**src/rtl/eeprom_pkg.sv**
```systemverilog
package eeprom_pkg;

    // 2 KB part, upper three bits ride in the control byte
    typedef logic [10:0] eeprom_addr_t;
    typedef logic [7:0]  byte_t;

    // host command, one per bus transaction
    typedef struct packed {
        logic         write;  // 1 = byte write, 0 = random read
        eeprom_addr_t addr;
        byte_t        wdata;
    } eeprom_cmd_t;

    // one response per command
    typedef struct packed {
        byte_t rdata;  // zero when nack is set
        logic  nack;
    } eeprom_rsp_t;

    // operations understood by the bit engine
    typedef enum logic [1:0] {
        OP_START = 2'd0,  // also used for the repeated start
        OP_STOP  = 2'd1,
        OP_WRITE = 2'd2,  // 8 bits out, then sample the slave ack
        OP_READ  = 2'd3   // 8 bits in, then drive op_ack_out
    } bus_op_e;

    // device type code, control byte = {1010, a10..a8, r/w}
    localparam logic [3:0] ctrl_byte_base = 4'b1010;

endpackage

```
**src/rtl/eeprom_cmd_queue.sv**
```systemverilog
module eeprom_cmd_queue #(
    parameter int QUEUE_DEPTH = 2
) (
    input  logic                    CLK,
    input  logic                    RESET,
    input  logic                    cmd_valid,
    input  eeprom_pkg::eeprom_cmd_t cmd,
    input  logic                    q_pop,
    output logic                    q_valid,
    output eeprom_pkg::eeprom_cmd_t q_cmd,
    output logic                    cmd_credit
);

    localparam int PTR_W = (QUEUE_DEPTH > 1) ? $clog2(QUEUE_DEPTH) : 1;
    localparam int CNT_W = $clog2(QUEUE_DEPTH + 1);
    localparam logic [PTR_W-1:0] LAST_PTR = PTR_W'(QUEUE_DEPTH - 1);
    localparam logic [CNT_W-1:0] FULL_CNT = CNT_W'(QUEUE_DEPTH);

    eeprom_pkg::eeprom_cmd_t mem [QUEUE_DEPTH];
    logic [PTR_W-1:0]        wr_ptr;
    logic [PTR_W-1:0]        rd_ptr;
    logic [CNT_W-1:0]        count;

    assign q_valid = (count != '0);
    assign q_cmd   = mem[rd_ptr];

    always_ff @(posedge CLK) begin
        if (cmd_valid) begin
            mem[wr_ptr] <= cmd;
        end
    end

    always_ff @(posedge CLK) begin
        if (RESET) begin
            wr_ptr     <= '0;
            rd_ptr     <= '0;
            count      <= '0;
            cmd_credit <= 1'b0;
        end else begin
            cmd_credit <= q_pop;  // one credit back per entry taken
            if (cmd_valid) begin
                wr_ptr <= (wr_ptr == LAST_PTR) ? '0 : wr_ptr + 1'b1;
            end
            if (q_pop) begin
                rd_ptr <= (rd_ptr == LAST_PTR) ? '0 : rd_ptr + 1'b1;
            end
            case ({cmd_valid, q_pop})
                2'b10:   count <= count + 1'b1;
                2'b01:   count <= count - 1'b1;
                default: count <= count;
            endcase
        end
    end

    // host must never spend a credit it does not hold
    a_no_overflow: assert property (@(posedge CLK) disable iff (RESET)
        cmd_valid |-> (count != FULL_CNT));

    a_no_underflow: assert property (@(posedge CLK) disable iff (RESET)
        q_pop |-> q_valid);

endmodule

```
**src/rtl/i2c_bit_engine.sv**
```systemverilog
module i2c_bit_engine #(
    parameter int SCL_DIV = 4
) (
    input  logic                CLK,
    input  logic                RESET,
    input  logic                op_req,
    input  eeprom_pkg::bus_op_e op,
    input  eeprom_pkg::byte_t   op_tx,
    input  logic                op_ack_out,
    input  logic                sda_in,
    output logic                op_done,
    output eeprom_pkg::byte_t   op_rx,
    output logic                op_nack,
    output logic                scl,
    output logic                sda_pull
);

    localparam int TICK_W = (SCL_DIV > 1) ? $clog2(SCL_DIV) : 1;
    localparam logic [TICK_W-1:0] TICK_LAST = TICK_W'(SCL_DIV - 1);

    // one bit = four quarters, scl low in q0 and q3
    typedef enum logic [2:0] {
        ST_IDLE,
        ST_Q0,
        ST_Q1,
        ST_Q2,
        ST_Q3
    } phase_e;

    phase_e              state;
    logic [TICK_W-1:0]   tick_cnt;
    logic [3:0]          bit_cnt;
    eeprom_pkg::bus_op_e op_r;
    eeprom_pkg::byte_t   sh;
    logic                ack_out_r;
    logic                tick;
    logic                ack_slot;
    logic                last_bit;
    logic                sample;
    logic                scl_c;
    logic                pull_c;

    assign tick     = (tick_cnt == TICK_LAST);
    assign ack_slot = (bit_cnt == 4'd8);
    assign last_bit = (op_r == eeprom_pkg::OP_START || op_r == eeprom_pkg::OP_STOP) ? 1'b1
                                                                                 : ack_slot;
    assign sample   = (state == ST_Q2) && (tick_cnt == '0);  // mid scl high
    assign op_rx    = sh;

    always_ff @(posedge CLK) begin
        if (RESET) begin
            state    <= ST_IDLE;
            tick_cnt <= '0;
            bit_cnt  <= '0;
            op_done  <= 1'b0;
        end else begin
            op_done <= 1'b0;
            if (state == ST_IDLE) begin
                if (op_req) begin
                    state    <= ST_Q0;
                    tick_cnt <= '0;
                    bit_cnt  <= '0;
                end
            end else if (!tick) begin
                tick_cnt <= tick_cnt + 1'b1;
            end else begin
                tick_cnt <= '0;
                case (state)
                    ST_Q0: state <= ST_Q1;
                    ST_Q1: state <= ST_Q2;
                    ST_Q2: state <= ST_Q3;
                    default: begin
                        if (last_bit) begin
                            state   <= ST_IDLE;
                            op_done <= 1'b1;
                        end else begin
                            state   <= ST_Q0;
                            bit_cnt <= bit_cnt + 1'b1;
                        end
                    end
                endcase
            end
        end
    end

    // shifter and captured ack
    always_ff @(posedge CLK) begin
        if (state == ST_IDLE && op_req) begin
            op_r      <= op;
            sh        <= op_tx;
            ack_out_r <= op_ack_out;
            op_nack   <= 1'b0;
        end else begin
            if (sample && !ack_slot && op_r == eeprom_pkg::OP_READ) begin
                sh <= {sh[6:0], sda_in};
            end
            if (sample && ack_slot && op_r == eeprom_pkg::OP_WRITE) begin
                op_nack <= sda_in;
            end
            if (state == ST_Q3 && tick && op_r == eeprom_pkg::OP_WRITE) begin
                sh <= {sh[6:0], 1'b0};  // next bit shows up in q0
            end
        end
    end

    // pins hold their level between operations
    always_comb begin
        scl_c  = scl;
        pull_c = sda_pull;
        if (state != ST_IDLE) begin
            scl_c = (state == ST_Q1) || (state == ST_Q2);
            case (op_r)
                eeprom_pkg::OP_START: begin
                    pull_c = (state == ST_Q2) || (state == ST_Q3);  // falls while scl high
                end
                eeprom_pkg::OP_STOP: begin
                    scl_c  = (state != ST_Q0);
                    pull_c = (state == ST_Q0) || (state == ST_Q1);  // rises while scl high
                end
                eeprom_pkg::OP_WRITE: pull_c = !ack_slot && !sh[7];  // released for slave ack
                default:              pull_c = ack_slot && !ack_out_r;
            endcase
        end
    end

    always_ff @(posedge CLK) begin
        if (RESET) begin
            scl      <= 1'b1;
            sda_pull <= 1'b0;
        end else begin
            scl      <= scl_c;
            sda_pull <= pull_c;
        end
    end

    // sequencer must wait for op_done before the next request
    a_req_when_idle: assert property (@(posedge CLK) disable iff (RESET)
        op_req |-> (state == ST_IDLE));

endmodule

```
**src/rtl/eeprom_seq.sv**
```systemverilog
module eeprom_seq (
    input  logic                    CLK,
    input  logic                    RESET,
    input  logic                    q_valid,
    input  eeprom_pkg::eeprom_cmd_t q_cmd,
    input  logic                    op_done,
    input  eeprom_pkg::byte_t       op_rx,
    input  logic                    op_nack,
    output logic                    q_pop,
    output logic                    op_req,
    output eeprom_pkg::bus_op_e     op,
    output eeprom_pkg::byte_t       op_tx,
    output logic                    op_ack_out,
    output logic                    rsp_valid,
    output eeprom_pkg::eeprom_rsp_t rsp
);

    typedef enum logic [3:0] {
        S_IDLE,
        S_START,
        S_CTRL_WR,
        S_ADDR,
        S_DATA_WR,
        S_RESTART,
        S_CTRL_RD,
        S_DATA_RD,
        S_STOP,
        S_RESP
    } seq_state_e;

    seq_state_e              state;
    eeprom_pkg::eeprom_cmd_t cmd_r;
    logic                    go;  // request still to be issued in this state
    logic                    nack_r;
    eeprom_pkg::byte_t       rdata_r;
    logic [6:0]              ctrl_hi;

    assign ctrl_hi    = {eeprom_pkg::ctrl_byte_base, cmd_r.addr[10:8]};
    assign op_ack_out = (state == S_DATA_RD);  // single byte read ends with NACK
    assign rsp        = '{rdata: rdata_r, nack: nack_r};

    always_comb begin
        op    = eeprom_pkg::OP_WRITE;
        op_tx = '0;
        case (state)
            S_START, S_RESTART: op = eeprom_pkg::OP_START;
            S_CTRL_WR:          op_tx = {ctrl_hi, 1'b0};
            S_ADDR:             op_tx = cmd_r.addr[7:0];
            S_DATA_WR:          op_tx = cmd_r.wdata;
            S_CTRL_RD:          op_tx = {ctrl_hi, 1'b1};
            S_DATA_RD:          op = eeprom_pkg::OP_READ;
            default:            op = eeprom_pkg::OP_STOP;
        endcase
    end

    always_ff @(posedge CLK) begin
        if (state == S_IDLE && q_valid) begin
            cmd_r <= q_cmd;
        end
    end

    always_ff @(posedge CLK) begin
        if (RESET) begin
            state     <= S_IDLE;
            go        <= 1'b0;
            q_pop     <= 1'b0;
            op_req    <= 1'b0;
            rsp_valid <= 1'b0;
            nack_r    <= 1'b0;
            rdata_r   <= '0;
        end else begin
            q_pop     <= 1'b0;
            op_req    <= 1'b0;
            rsp_valid <= 1'b0;
            if (op_done) begin
                go <= 1'b1;
            end
            case (state)
                S_IDLE: begin
                    if (q_valid) begin
                        q_pop   <= 1'b1;
                        go      <= 1'b1;
                        nack_r  <= 1'b0;
                        rdata_r <= '0;
                        state   <= S_START;
                    end
                end
                S_RESP: begin
                    rsp_valid <= 1'b1;
                    state     <= S_IDLE;
                end
                default: begin
                    if (go) begin
                        op_req <= 1'b1;
                        go     <= 1'b0;
                    end else if (op_done) begin
                        case (state)
                            S_START:   state <= S_CTRL_WR;
                            S_CTRL_WR: state <= op_nack ? S_STOP : S_ADDR;
                            S_ADDR: begin
                                if (op_nack) begin
                                    state <= S_STOP;
                                end else begin
                                    state <= cmd_r.write ? S_DATA_WR : S_RESTART;
                                end
                            end
                            S_DATA_WR: state <= S_STOP;
                            S_RESTART: state <= S_CTRL_RD;
                            S_CTRL_RD: state <= op_nack ? S_STOP : S_DATA_RD;
                            S_DATA_RD: begin
                                rdata_r <= op_rx;
                                state   <= S_STOP;
                            end
                            default:   state <= S_RESP;
                        endcase
                        // any slave nack aborts to stop
                        if (op == eeprom_pkg::OP_WRITE && op_nack) begin
                            nack_r <= 1'b1;
                        end
                    end
                end
            endcase
        end
    end

    // refused transfer reports no data
    a_nack_zero_data: assert property (@(posedge CLK) disable iff (RESET)
        (rsp_valid && rsp.nack) |-> (rsp.rdata == '0));

endmodule

```
**src/rtl/eeprom_ctrl_top.sv**
```systemverilog
module eeprom_ctrl_top #(
    parameter int QUEUE_DEPTH = 2,
    parameter int SCL_DIV     = 4
) (
    input  logic                    CLK,
    input  logic                    RESET,
    input  logic                    cmd_valid,
    input  eeprom_pkg::eeprom_cmd_t cmd,
    input  logic                    sda_in,
    output logic                    cmd_credit,
    output logic                    rsp_valid,
    output eeprom_pkg::eeprom_rsp_t rsp,
    output logic                    scl,
    output logic                    sda_pull
);

    logic                    q_valid;
    eeprom_pkg::eeprom_cmd_t q_cmd;
    logic                    q_pop;
    logic                    op_req;
    eeprom_pkg::bus_op_e     op;
    eeprom_pkg::byte_t       op_tx;
    logic                    op_ack_out;
    logic                    op_done;
    eeprom_pkg::byte_t       op_rx;
    logic                    op_nack;

    eeprom_cmd_queue #(
        .QUEUE_DEPTH(QUEUE_DEPTH)
    ) u_queue (
        .CLK        (CLK),
        .RESET      (RESET),
        .cmd_valid  (cmd_valid),
        .cmd        (cmd),
        .q_pop      (q_pop),
        .q_valid    (q_valid),
        .q_cmd      (q_cmd),
        .cmd_credit (cmd_credit)
    );

    eeprom_seq u_seq (
        .CLK        (CLK),
        .RESET      (RESET),
        .q_valid    (q_valid),
        .q_cmd      (q_cmd),
        .op_done    (op_done),
        .op_rx      (op_rx),
        .op_nack    (op_nack),
        .q_pop      (q_pop),
        .op_req     (op_req),
        .op         (op),
        .op_tx      (op_tx),
        .op_ack_out (op_ack_out),
        .rsp_valid  (rsp_valid),
        .rsp        (rsp)
    );

    i2c_bit_engine #(
        .SCL_DIV(SCL_DIV)
    ) u_bit_engine (
        .CLK        (CLK),
        .RESET      (RESET),
        .op_req     (op_req),
        .op         (op),
        .op_tx      (op_tx),
        .op_ack_out (op_ack_out),
        .sda_in     (sda_in),
        .op_done    (op_done),
        .op_rx      (op_rx),
        .op_nack    (op_nack),
        .scl        (scl),
        .sda_pull   (sda_pull)
    );

endmodule

```
**config.mk**
```make
export PLATFORM = sky130hd
export DESIGN_NAME = eeprom_ctrl_top
export DESIGN_NICKNAME = d
export VERILOG_FILES = /design/src/rtl/eeprom_pkg.sv /design/src/rtl/eeprom_cmd_queue.sv /design/src/rtl/i2c_bit_engine.sv /design/src/rtl/eeprom_seq.sv /design/src/rtl/eeprom_ctrl_top.sv
export SDC_FILE = /design/constraint.sdc
export NUM_CORES = 1
export LEC_CHECK = 0
export BUFFER_PORTS_ARGS = -buffer_cell sky130_fd_sc_hd__buf_2
export CAP_MARGIN = 20
export CORE_AREA = 2 2 108 110
export CTS_CLUSTER_DIAMETER = 200
export DETAILED_ROUTE_END_ITERATION = 16
export DIE_AREA = 0 0 110 112
export PLACE_DENSITY_LB_ADDON = 0.3
export SLEW_MARGIN = 20
export SYNTH_ARGS = -nofsm -noshare
export SYNTH_HDL_FRONTEND = slang
export SYNTH_SLANG_ARGS = --single-unit
```
**constraint.sdc**
```tcl
create_clock -name CLK -period 2.67 [get_ports CLK]
set_clock_uncertainty 0.1 [all_clocks]
set_input_delay 0 -clock CLK [delete_from_list [all_inputs] [get_ports CLK]]
set_output_delay 0 -clock CLK [all_outputs]
set_load 0.03 [all_outputs]
```
-- After elaboration in Yosys (flattened, before gate mapping)
Memories as Yosys holds them, arrays and structs flattened. A register that Yosys moved wholly into a read port is not among the register bits.
Index checks and enable logic that the tools add are counted.
- register bits: 46
- bits in writable memories: 40
- logic and storage cells: 155
- memories: 1
- add/sub/neg operators: 6
- equality and inequality tests: 27
- mux-type cells: 53
- bitwise logic cells: 3
- reduce and logical (&&, ||, !) cells: 44
- memory list (name ; depth ; width ; read ports ; clocked after memory_dff ; write ports ; RTL line ; source):
    u_queue.mem ; 2 ; 20 ; 1 ; 1 ; 1 ; eeprom_cmd_queue.sv:19 ; eeprom_pkg::eeprom_cmd_t mem [QUEUE_DEPTH];
- operators with widths (cell ; number):
    2-to-1 mux 8 bit ; 7
    2-to-1 mux 4 bit ; 11
    one-hot mux 8 bit (4 select lines) ; 1
    one-hot mux 4 bit (6 select lines) ; 1
    2-to-1 mux 1 bit ; 19
    equality test 4 x 3 -> 1 bit (second input constant) ; 4
    one-hot mux 8 bit (2 select lines) ; 1
    logical AND 1 bit ; 12
    nonzero test 2 bit ; 6
    equality test 2 bit (second input constant) ; 5
    AND reduction 5 bit ; 2
    2-to-1 mux 3 bit ; 3
    one-hot mux 3 bit (3 select lines) ; 1
    nonzero test 3 bit ; 3
    equality test 4 x 2 -> 1 bit (second input constant) ; 2
    equality test 4 bit (second input constant) ; 2
    one-hot mux 4 bit (2 select lines) ; 1
    equality test 3 x 2 -> 1 bit (second input constant) ; 2
    2-to-1 mux 2 bit ; 3
    != test 2 bit (second input constant) ; 3
    one-hot mux 2 bit (3 select lines) ; 1
    OR reduction 2 bit ; 3
    OR reduction 3 bit ; 2
    OR reduction 6 bit ; 1
    24 further kinds ; 37

-- Longest topological paths before layout
Gate-level depths: netlist (run 1).
- word-level depth: 9
- depth in mapped cells: 7

-- Cells and area by module
Synthesis (run 1) repeated with hierarchy kept, for this count alone.
- cell total of the unflattened synthesis: 343
- area, all modules: 4474.3 um^2
- by module, submodules not included (module ; instances ; cells an instance ; area an instance (um^2) ; seq. area each (um^2)):
    eeprom_cmd_queue ; 1 ; 85 ; 1661.6 ; 1321.3
    eeprom_seq ; 1 ; 146 ; 1592.8 ; 940.9
    i2c_bit_engine ; 1 ; 112 ; 1219.9 ; 590.6

-- Least setup slack after synthesis (run 1)
OpenSTA, ideal clock, no wires.
- path kind: reg-to-reg
- start: reg u_bit_engine.bit_cnt[0]
- end: reg u_bit_engine.sh[0], in the netlist u_bit_engine.op_rx[0] (enable)
- library setup time: 0.384 ns
- data arrival time: 1.543 ns
- path slack: 0.643 ns
- stages on the path, launching flop included: 6
- path buffers: 0
- period minus slack after synthesis: 2.027 ns
- cell sequence: dfxtp_1 -> inv_1 -> ha_1 -> nand3b_1 -> nand2_1 -> o21ai_0
- word-level cells in the longest chain between the ends: 5
- ends and longest elaborated chain (what ; RTL line ; source):
    start: declaration ; i2c_bit_engine.sv:32 ; logic [3:0] bit_cnt;
    start signal: assignment ; i2c_bit_engine.sv:78 ; bit_cnt <= bit_cnt + 1'b1;
    equality test 4 bit ; i2c_bit_engine.sv:44 ; assign ack_slot = (bit_cnt == 4'd8);
    logical NOT 1 bit ; i2c_bit_engine.sv:94 ; if (sample && !ack_slot && op_r == eeprom_pkg::OP_READ) begin
    logical AND 1 bit (2 in series) ; i2c_bit_engine.sv:94 ;
    nonzero test 3 bit (no source line) ; -- ;
    end signal: assignment ; i2c_bit_engine.sv:90 ; sh <= op_tx;
    end signal: assignment ; i2c_bit_engine.sv:95 ; sh <= {sh[6:0], sda_in};
    end signal: assignment ; i2c_bit_engine.sv:101 ; sh <= {sh[6:0], 1'b0};
    end: declaration ; i2c_bit_engine.sv:34 ; eeprom_pkg::byte_t sh;
Every way passes these cells.
A chain may end at the register's enable or synchronous reset.

-- Final worst setup path (run 1)
- start: reg u_bit_engine.state[0]
- end: reg u_bit_engine.sh[2], in the netlist u_bit_engine.op_rx[2] (enable)
- word-level cells in the longest chain between the ends: 5
- ends and longest elaborated chain (what ; RTL line ; source):
    start: declaration ; i2c_bit_engine.sv:30 ; phase_e state;
    start signal: assignment ; i2c_bit_engine.sv:52 ; state <= ST_IDLE;
    start signal: assignment ; i2c_bit_engine.sv:60 ; state <= ST_Q0;
    start signal: assignment ; i2c_bit_engine.sv:69 ; ST_Q0: state <= ST_Q1;
    equality test 3 x 2 -> 1 bit ; i2c_bit_engine.sv:47 ; assign sample = (state == ST_Q2) && (tick_cnt == '0);
    logical AND 1 bit ; i2c_bit_engine.sv:47 ;
    logical AND 1 bit (2 in series) ; i2c_bit_engine.sv:94 ;
    nonzero test 3 bit (no source line) * ; -- ;
Every way passes the cells marked *; elsewhere a longest branch is shown, timed or not.

==> results of run 1 <==
cell type report:
| cell class | instances | area (um2) | area share, % |
|---|---|---|---|
| Tap cell | 143 | 179 | 3.45 |
| Sequential cell | 106 | 2830 | 54.7 |
| Clock buffer | 9 | 225 | 4.35 |
| Multi-Input combinational cell | 209 | 1380 | 26.6 |
| Timing Repair Buffer | 63 | 438 | 8.45 |
| Clock inverter | 7 | 82.6 | 1.59 |
| Inverter | 12 | 46.3 | 0.894 |
Yosys cell counts (all sizes together) (2+ instances only):
master	number	share of area, %
and2	2	0.29
nand4	3	0.43
o21ai	11	1.4
nor2	30	2.6
inv	9	0.78
nand3	6	0.69
a21oi	19	2.3
and3	3	0.43
clkbuf	13	1.1
nand3b	2	0.35
clkinv	3	0.29
xnor2	3	0.60
or2	2	0.29
dfxtp	35	16
a221oi	5	1.0
a32o	2	0.46
nor2b	9	1.3
nor3	9	1.0
o22ai	3	0.43
xor2	4	0.81
nand2b	5	0.72
nand2	29	2.7
mux2	20	5.2
mux2i	9	2.1
buf	5	0.92
or3	4	0.69
ha	5	1.4
a22oi	2	0.35
a22o	9	1.8
edfxtp	71	49
placed cells by master (no fill, tap or decap), types with 3 or more instances in the layout:
cell type	instances
a21oi_1	18
a221oi_1	5
a22o_1	9
and3_1	3
buf_2	36
buf_4	5
clkbuf_16	9
clkinv_1	3
dfxtp_1	35
dlygate4sd3_1	22
edfxtp_1	71
ha_1	5
inv_1	9
mux2_2	20
mux2i_1	9
nand2_1	28
nand2b_1	5
nand3_1	6
nand4_1	3
nor2_1	30
nor2b_1	9
nor3_1	9
o21ai_0	9
o22ai_1	3
or3_1	3
xnor2_1	3
xor2_1	4
worst max-delay path by stage:
stage / startpoint / endpoint / slack (ns) / cells past startpoint
2_1_floorplan: u_bit_engine.bit_cnt[0]$_SDFFE_PP0P_ / u_bit_engine.op_rx[0]$_DFFE_PP_ / 0.64 / 5
3_3_place_gp: u_bit_engine.state[1]$_SDFFE_PP0P_ / u_bit_engine.op_rx[4]$_DFFE_PP_ / 0.55 / 5
3_5_place_dp: u_bit_engine.state[1]$_SDFFE_PP0P_ / u_bit_engine.op_rx[4]$_DFFE_PP_ / 0.40 / 5
4_1_cts: u_bit_engine.state[1]$_SDFFE_PP0P_ / u_bit_engine.op_rx[2]$_DFFE_PP_ / 0.39 / 5
5_1_grt: u_bit_engine.state[1]$_SDFFE_PP0P_ / u_bit_engine.op_rx[2]$_DFFE_PP_ / 0.33 / 5
6_report: u_bit_engine.state[0]$_SDFFE_PP0P_ / u_bit_engine.op_rx[2]$_DFFE_PP_ / 0.58 / 5
layer usage:
metal / part of all wire, % / track usage, % / vias up
met2: 47 / 22.3 / 60
met3: 4.8 / 4.04 / 11
met1: 46 / 18.3 / 1272
li1: - / - / 1374
met5: 0 / 0 / -
met4: 1.3 / 4.39 / 0
power by group:
| group | leakage (nW) | switching (W) | total (W) | internal [W] |
|---|---|---|---|---|
| clock network | 0.151 | 0.000610 | 0.00135 | 0.000744 |
| registers | 0.946 | 0.000137 | 0.00222 | 0.00208 |
| logic | 0.774 | 0.000446 | 0.000777 | 0.000331 |
worst register-to-register path: stages, from the launching register on:
cell      delay, ns
dfxtp_1        0.43
nor3_1         0.28
nand2_1        0.31
clkinv_1       0.14
nor2_1         0.07
o21ai_1        0.40
kinds of logic (layout without fill, tap and decap cells):
| logic type | count (synthesis) | in the layout | share of synthesized area, % |
|---|---|---|---|
| fa+ha+maj | 5 | 5 | 1.44 |
| compound gates | 59 | 59 | 9.21 |
| xor+xnor | 7 | 7 | 1.41 |
| flops | 106 | 106 | 65.2 |
| mux | 29 | 29 | 7.26 |
| buf+inv | 30 | 91 | 3.11 |
| simple gates | 109 | 109 | 12.4 |
per-stage QoR:
| stage | power [W] | hold slack, ns | utilization (%) | cell area [um2] |
|---|---|---|---|---|
| floorplan | 0.00280 | -0.00113 | - | 4350 |
| global route | 0.00457 | 0.0281 | 46.4 | 5180 |
| global placement | 0.00299 | 0.0870 | 41.6 | 4650 |
| finish | 0.00435 | 0.0260 | 46.4 | 5180 |
| detailed placement | 0.00303 | 0.0917 | 41.6 | 4650 |
| CTS | 0.00441 | 0.0163 | 46.4 | 5180 |
flip-flops by register name, summed over array words and instances, names as in the netlist, 2 cells and up:
| register | cells |
|---|---|
| u_queue.mem | 40 |
| u_seq.cmd_r | 20 |
| u_bit_engine.op_rx | 8 |
| u_seq.rdata_r | 8 |
| u_bit_engine.bit_cnt | 4 |
| u_seq.state | 4 |
| u_bit_engine.state | 3 |
| u_bit_engine.op_r | 2 |
| u_bit_engine.tick_cnt | 2 |
| u_queue.count | 2 |
repair_timing:
action / in CTS / in global routing
hold buffers: 22 / 0
endpoints found under the hold margin: 43 / 0
gates resized for setup: 0 / 0
==> summary.md, run 1 <==
| Metric | Value |
|---|---|
| DP Cell Count | `a little over 500` |
| Root buffer cell | `clkbuf_16` |
| Required time worst endpoint | `around 2.5 ns` |
| Crit path kind | `reg2reg` |
| Initial Util | `roughly two fifths` |
| Via-to-Cell Ratio | `roughly 4.9` |
| Total global routing track utilization | `between 10% and 20%` |
| Port buffer count | `36` |
| Top Ports | `37` |
| Setup bufs post-CTS | `0` |
| Die width | `110 um` |
| Antenna viol nets, final | `0` |
| Clock H-tree levels | `3` |
| Synthesized Nets | `about 370` |
| Vias in the first global route | `2740` |
| CTS sink count | `approximately 110` |
| CTS tree | `yes` |
| Core ar. | `0.0112 mm2` |
| Die ar. | `roughly 0.012 mm2` |
| Number of enable flip-flop cells after synthesis | `71` |
| Final Slew Violations | `0` |
| Worst-path clk slew | `roughly 0.070 ns` |
| Rel. slew slack | `51.5%` |
| Area growth, synth to finish | `19.2%` |
| Max Clock Freq | `~480 MHz` |
| Max cap viols | `0` |
| Power Dens Cells | `839 mW/mm2` |
| Longest Clk Path Bufs | `2` |
| Largest net degree at the start of global routing | `28` |
| Fin cells | `549` |
| Final TNS setup | `0 ns` |
| CP top delay family | `simple AND/OR/NAND/NOR gates` |
| Setup slack after layout | `0.576 ns` |
| Crit path largest cell delay | `about 0.43 ns` |
| Synth Flop Type | `edfxtp_1` |
| RSZ-0062 raised after global routing | `false` |
| Ys async rst share | `0%` |
| FF-to-FF path depth | `5` |
| Outcome | `complete, no violations` |
| Setup crit end kind | `flop` |
| Syn_area_per_cell | `12.6 um2` |
| Worst skew pair latency | `around 0.34 ns` |
| R2R Path Start | `u_bit_engine.state[0]$_SDFFE_PP0P_` |
| Synth cell types | `between 50 and 60` |
| Endpoints failing setup | `0` |
| Initial antenna violation count | `0` |
| CTS Buf Count | `9` |
| Post-detail-place hpwl | `5260 um` |
| GP Congestion | `0.819` |
| Fin crit share | `78.4%` |
| Die height | `roughly 110 um` |
| Filler cell count | `1007` |
| Startpoint types | `flop` |
| # DRC | `0` |
| Fin. Hold Viols | `0` |
| Final WL | `between 7000 and 8000 um` |
| Slowest cell on the critical path | `dfxtp_1` |
| Pleak | `1.87 nW` |
| Vias | `2717` |
| Syn. warnings | `0` |
| DRT Pass-1 Iters | `4` |
| Hold Crit Class | `in2reg` |
| Worst slew pin tran | `around 0.72 ns` |
| Crit path buf inv count | `1` |
| Core Rows | `39` |
| Sequential share of the synthesized area | `65.2%` |
| Crit path max fanout | `12` |
| Hold EP | `u_queue.count[0]$_SDFFE_PP0P_` |
| Fin nets | `430` |
| Wire length of the first global-routing pass | `approximately 13000 um` |
| Dpl ws | `0.405 ns` |
| Worst Hold Launch | `RESET` |
| Worst vdd ir | `0.504 mV` |
| Hold Path Stages | `2` |
| Synthesized area | `between 0.004 and 0.005 mm2` |
| DR iter-0 viols | `about 170` |
| Antenna fix cells | `0` |
| GRT Residual Overflow | `0` |
| WP data arrival | `a little under 2 ns` |
| Synth Register Bits | `between 100 and 150` |
| Fraction of layout cells with a size suffix above 1 | `about a fifth` |
| Crit path time final | `approximately 2.1 ns` |
| Worst path cell trace | `nor3_1, nand2_1, clkinv_1, nor2_1, o21ai_1` |
| RR Endpoint | `u_bit_engine.op_rx[2]$_DFFE_PP_` |
| DR WL/cell | `around 14 um` |
| Mapped Cells | `roughly 350` |
| Worst R2R Setup Slack | `0.58 ns` |
No activity file was read; power rests on OpenSTA's default activity.
==> run 2, diff against run 1 <==
clock period = 2 ns   (was 2.67 ns; I/O delays follow)
==> run 2 against run 1 <==
Net effect: cell count is 1.6% higher; routed wire length increased by 0.74%; via count grew 1.8%; sequential cell count unchanged; hold slack better by 0.25 ns; final area is 1.1% higher; combinational power rose by 43%; fmax is 14% higher; sequential power grew 31%; global-route usage about the same; total power up 32%; register-to-register slack worse by 0.41 ns.
==> summary.md, run 2 (synthesized netlist as in run 1, its figures left out) <==
| Metric | Value |
|---|---|
| Antenna viol nets, final | `0` |
| Core ar. | `between 0.01 and 0.015 mm2` |
| Worst skew pair latency | `between 0.3 and 0.4 ns` |
| Biggest regs | `u_queue.mem (40), u_seq.cmd_r (20)` |
| Port buffer count | `36` |
| Startpoint types | `flop` |
| Max reg flops | `40` |
| Crit path time final | `between 1.5 and 2 ns` |
| Wire length of the first global-routing pass | `13100 um` |
| Rel. slew slack | `64.1%` |
| Fin crit share | `between 90% and 100%` |
| DR WL/cell | `roughly 14 um` |
| Post-detail-place hpwl | `5380 um` |
| Longest Clk Path Bufs | `2` |
| Worst slew pin tran | `around 0.54 ns` |
| Required time worst endpoint | `2.00 ns` |
| Final Slew Violations | `0` |
| Fraction of layout cells with a size suffix above 1 | `22.2%` |
| Worst vdd ir | `between 0.7 and 0.8 mV` |
| Final TNS setup | `0 ns` |
| Reg with most FFs | `u_queue.mem` |
| Clock H-tree levels | `3` |
| Initial Util | `38.9%` |
| DRT Pass-1 Iters | `4` |
| Hold Crit Class | `in2reg` |
| Die height | `between 100 and 150 um` |
| CTS Buf Count | `9` |
| Vias in the first global route | `around 2800` |
| Root buffer cell | `clkbuf_16` |
| CTS tree | `yes` |
| Crit path max fanout | `10` |
| Worst-path clk slew | `0.07 ns` |
| Vias | `about 2800` |
| Die width | `110 um` |
| Crit path kind | `reg2reg` |
| Power Dens Cells | `around 1100 mW/mm2` |
| Endpoints failing setup | `0` |
| Total global routing track utilization | `between 10% and 20%` |
| Worst path cell trace | `nor3_1, nand2_1, clkinv_1, nor2_1, o21ai_1, buf_4` |
| Max Clock Freq | `about 550 MHz` |
| Pleak | `approximately 1.9 nW` |
| WP data arrival | `approximately 1.8 ns` |
| Core Rows | `39` |
| Top Ports | `37` |
| Fin. Hold Viols | `0` |
| Slowest cell on the critical path | `dfxtp_1` |
| FF-to-FF path depth | `6` |
| Area growth, synth to finish | `20.6%` |
| Setup crit end kind | `flop` |
| RSZ-0062 raised after global routing | `false` |
| Initial antenna violation count | `0` |
| Setup bufs post-CTS | `0` |
| Die ar. | `0.0123 mm2` |
| Via-to-Cell Ratio | `about 5.0` |
| Most common cell after layout, fill and taps aside | `edfxtp_1` |
| Hold Path Stages | `2` |
| Largest net degree at the start of global routing | `24` |
| Antenna fix cells | `0` |
| Worst R2R Setup Slack | `~0.17 ns` |
| Total Power | `~0.0057 W` |
| Leading cell types in the layout, fill and taps excluded | `71 x edfxtp_1, 36 x buf_2, 34 x dfxtp_1, 30 x nor2_1, 28 x nand2_1` |
| DR iter-0 viols | `151` |
| Final WL | `approximately 8000 um` |
| Crit path largest cell delay | `0.48 ns` |
| Max cap viols | `0` |
| GRT Residual Overflow | `0` |
| CTS sink count | `106` |
| Fin nets | `between 400 and 500` |
| # DRC | `0` |
| Outcome | `complete, no violations` |
| GP Congestion | `approximately 0.86` |
## run 2: cell count changes in the layout (fill, tap and decap cells not counted)
cell           delta
buf_4             +8
clkbuf_1          +3
inv_8             -2
clkinv_1          -1
clkinv_2          +1
clkinv_4          -1
dfxtp_1           -1
dfxtp_2           +1
dlygate4sd3_1     +1
nor4_1            -1
nor4_2            +1
## run 2: repair_timing
item	in CTS	in global routing
setup endpoints to repair	0	8
hold endpoints to repair	52	0
hold buffers	23	0
resized for setup	0	2
## run 2: worst paths after layout
path	start	end
min	cmd[17]	u_queue.mem[1][17]$_DFFE_PP_
max	u_bit_engine.state[2]$_SDFFE_PP0P_	u_bit_engine.op_rx[3]$_DFFE_PP_
max reg2reg	u_bit_engine.state[2]$_SDFFE_PP0P_	u_bit_engine.op_rx[3]$_DFFE_PP_
min reg2reg	u_seq.rdata_r[1]$_SDFFE_PP0P_	u_seq.rdata_r[1]$_SDFFE_PP0P_
## run 2: cell type report
class                   count  area, um2
clock buffers              12        236
clock inverters             4       52.6
fillers                  1002       5930
inverters                  12       46.3
multi-input cells         209       1380
flip-flops and latches    106       2830
well taps                 143        179
repair buffers             72        508
## run 2: through the flow
step                hold slack [ns]  util (%)  cell area, um2  std cells  setup slack (ns)
finish                        0.275      46.9            5240        558             0.168
floorplan                  -0.00113         -            4350        345             0.175
CTS                           0.265      46.8            5230        558             0.145
global placement             0.0883      42.2            4710        519             0.171
global route                  0.285      46.9            5240        558            0.0174
detailed placement           0.0907      42.2            4710        519             0.161
## run 2: layer usage
layer / wire length [um] / GRT usage [%] / vias to the layer above
met5: 0 / 0 / -
met4: 126 / 5.23 / 0
met3: 259 / 3.57 / 11
met2: 3830 / 22.1 / 49
met1: 3800 / 18.3 / 1313
li1: - / - / 1393
## run 2: power breakdown
part	leakage [nW]	internal, W	switching [W]	total (W)
sequential	0.946	0.00278	0.000138	0.00291
clock	0.141	0.000977	0.000750	0.00173
combinational	0.820	0.000464	0.000643	0.00111
total	1.91	0.00422	0.00153	0.00575
## run 2: critical path, delay by kind of cell (launching register included)
family	cells	cell delay, ns
AOI/OAI and AO/OA	1	0.11
buffers and inverters	2	0.35
DFF	1	0.48
and+or+nand+nor	3	0.56
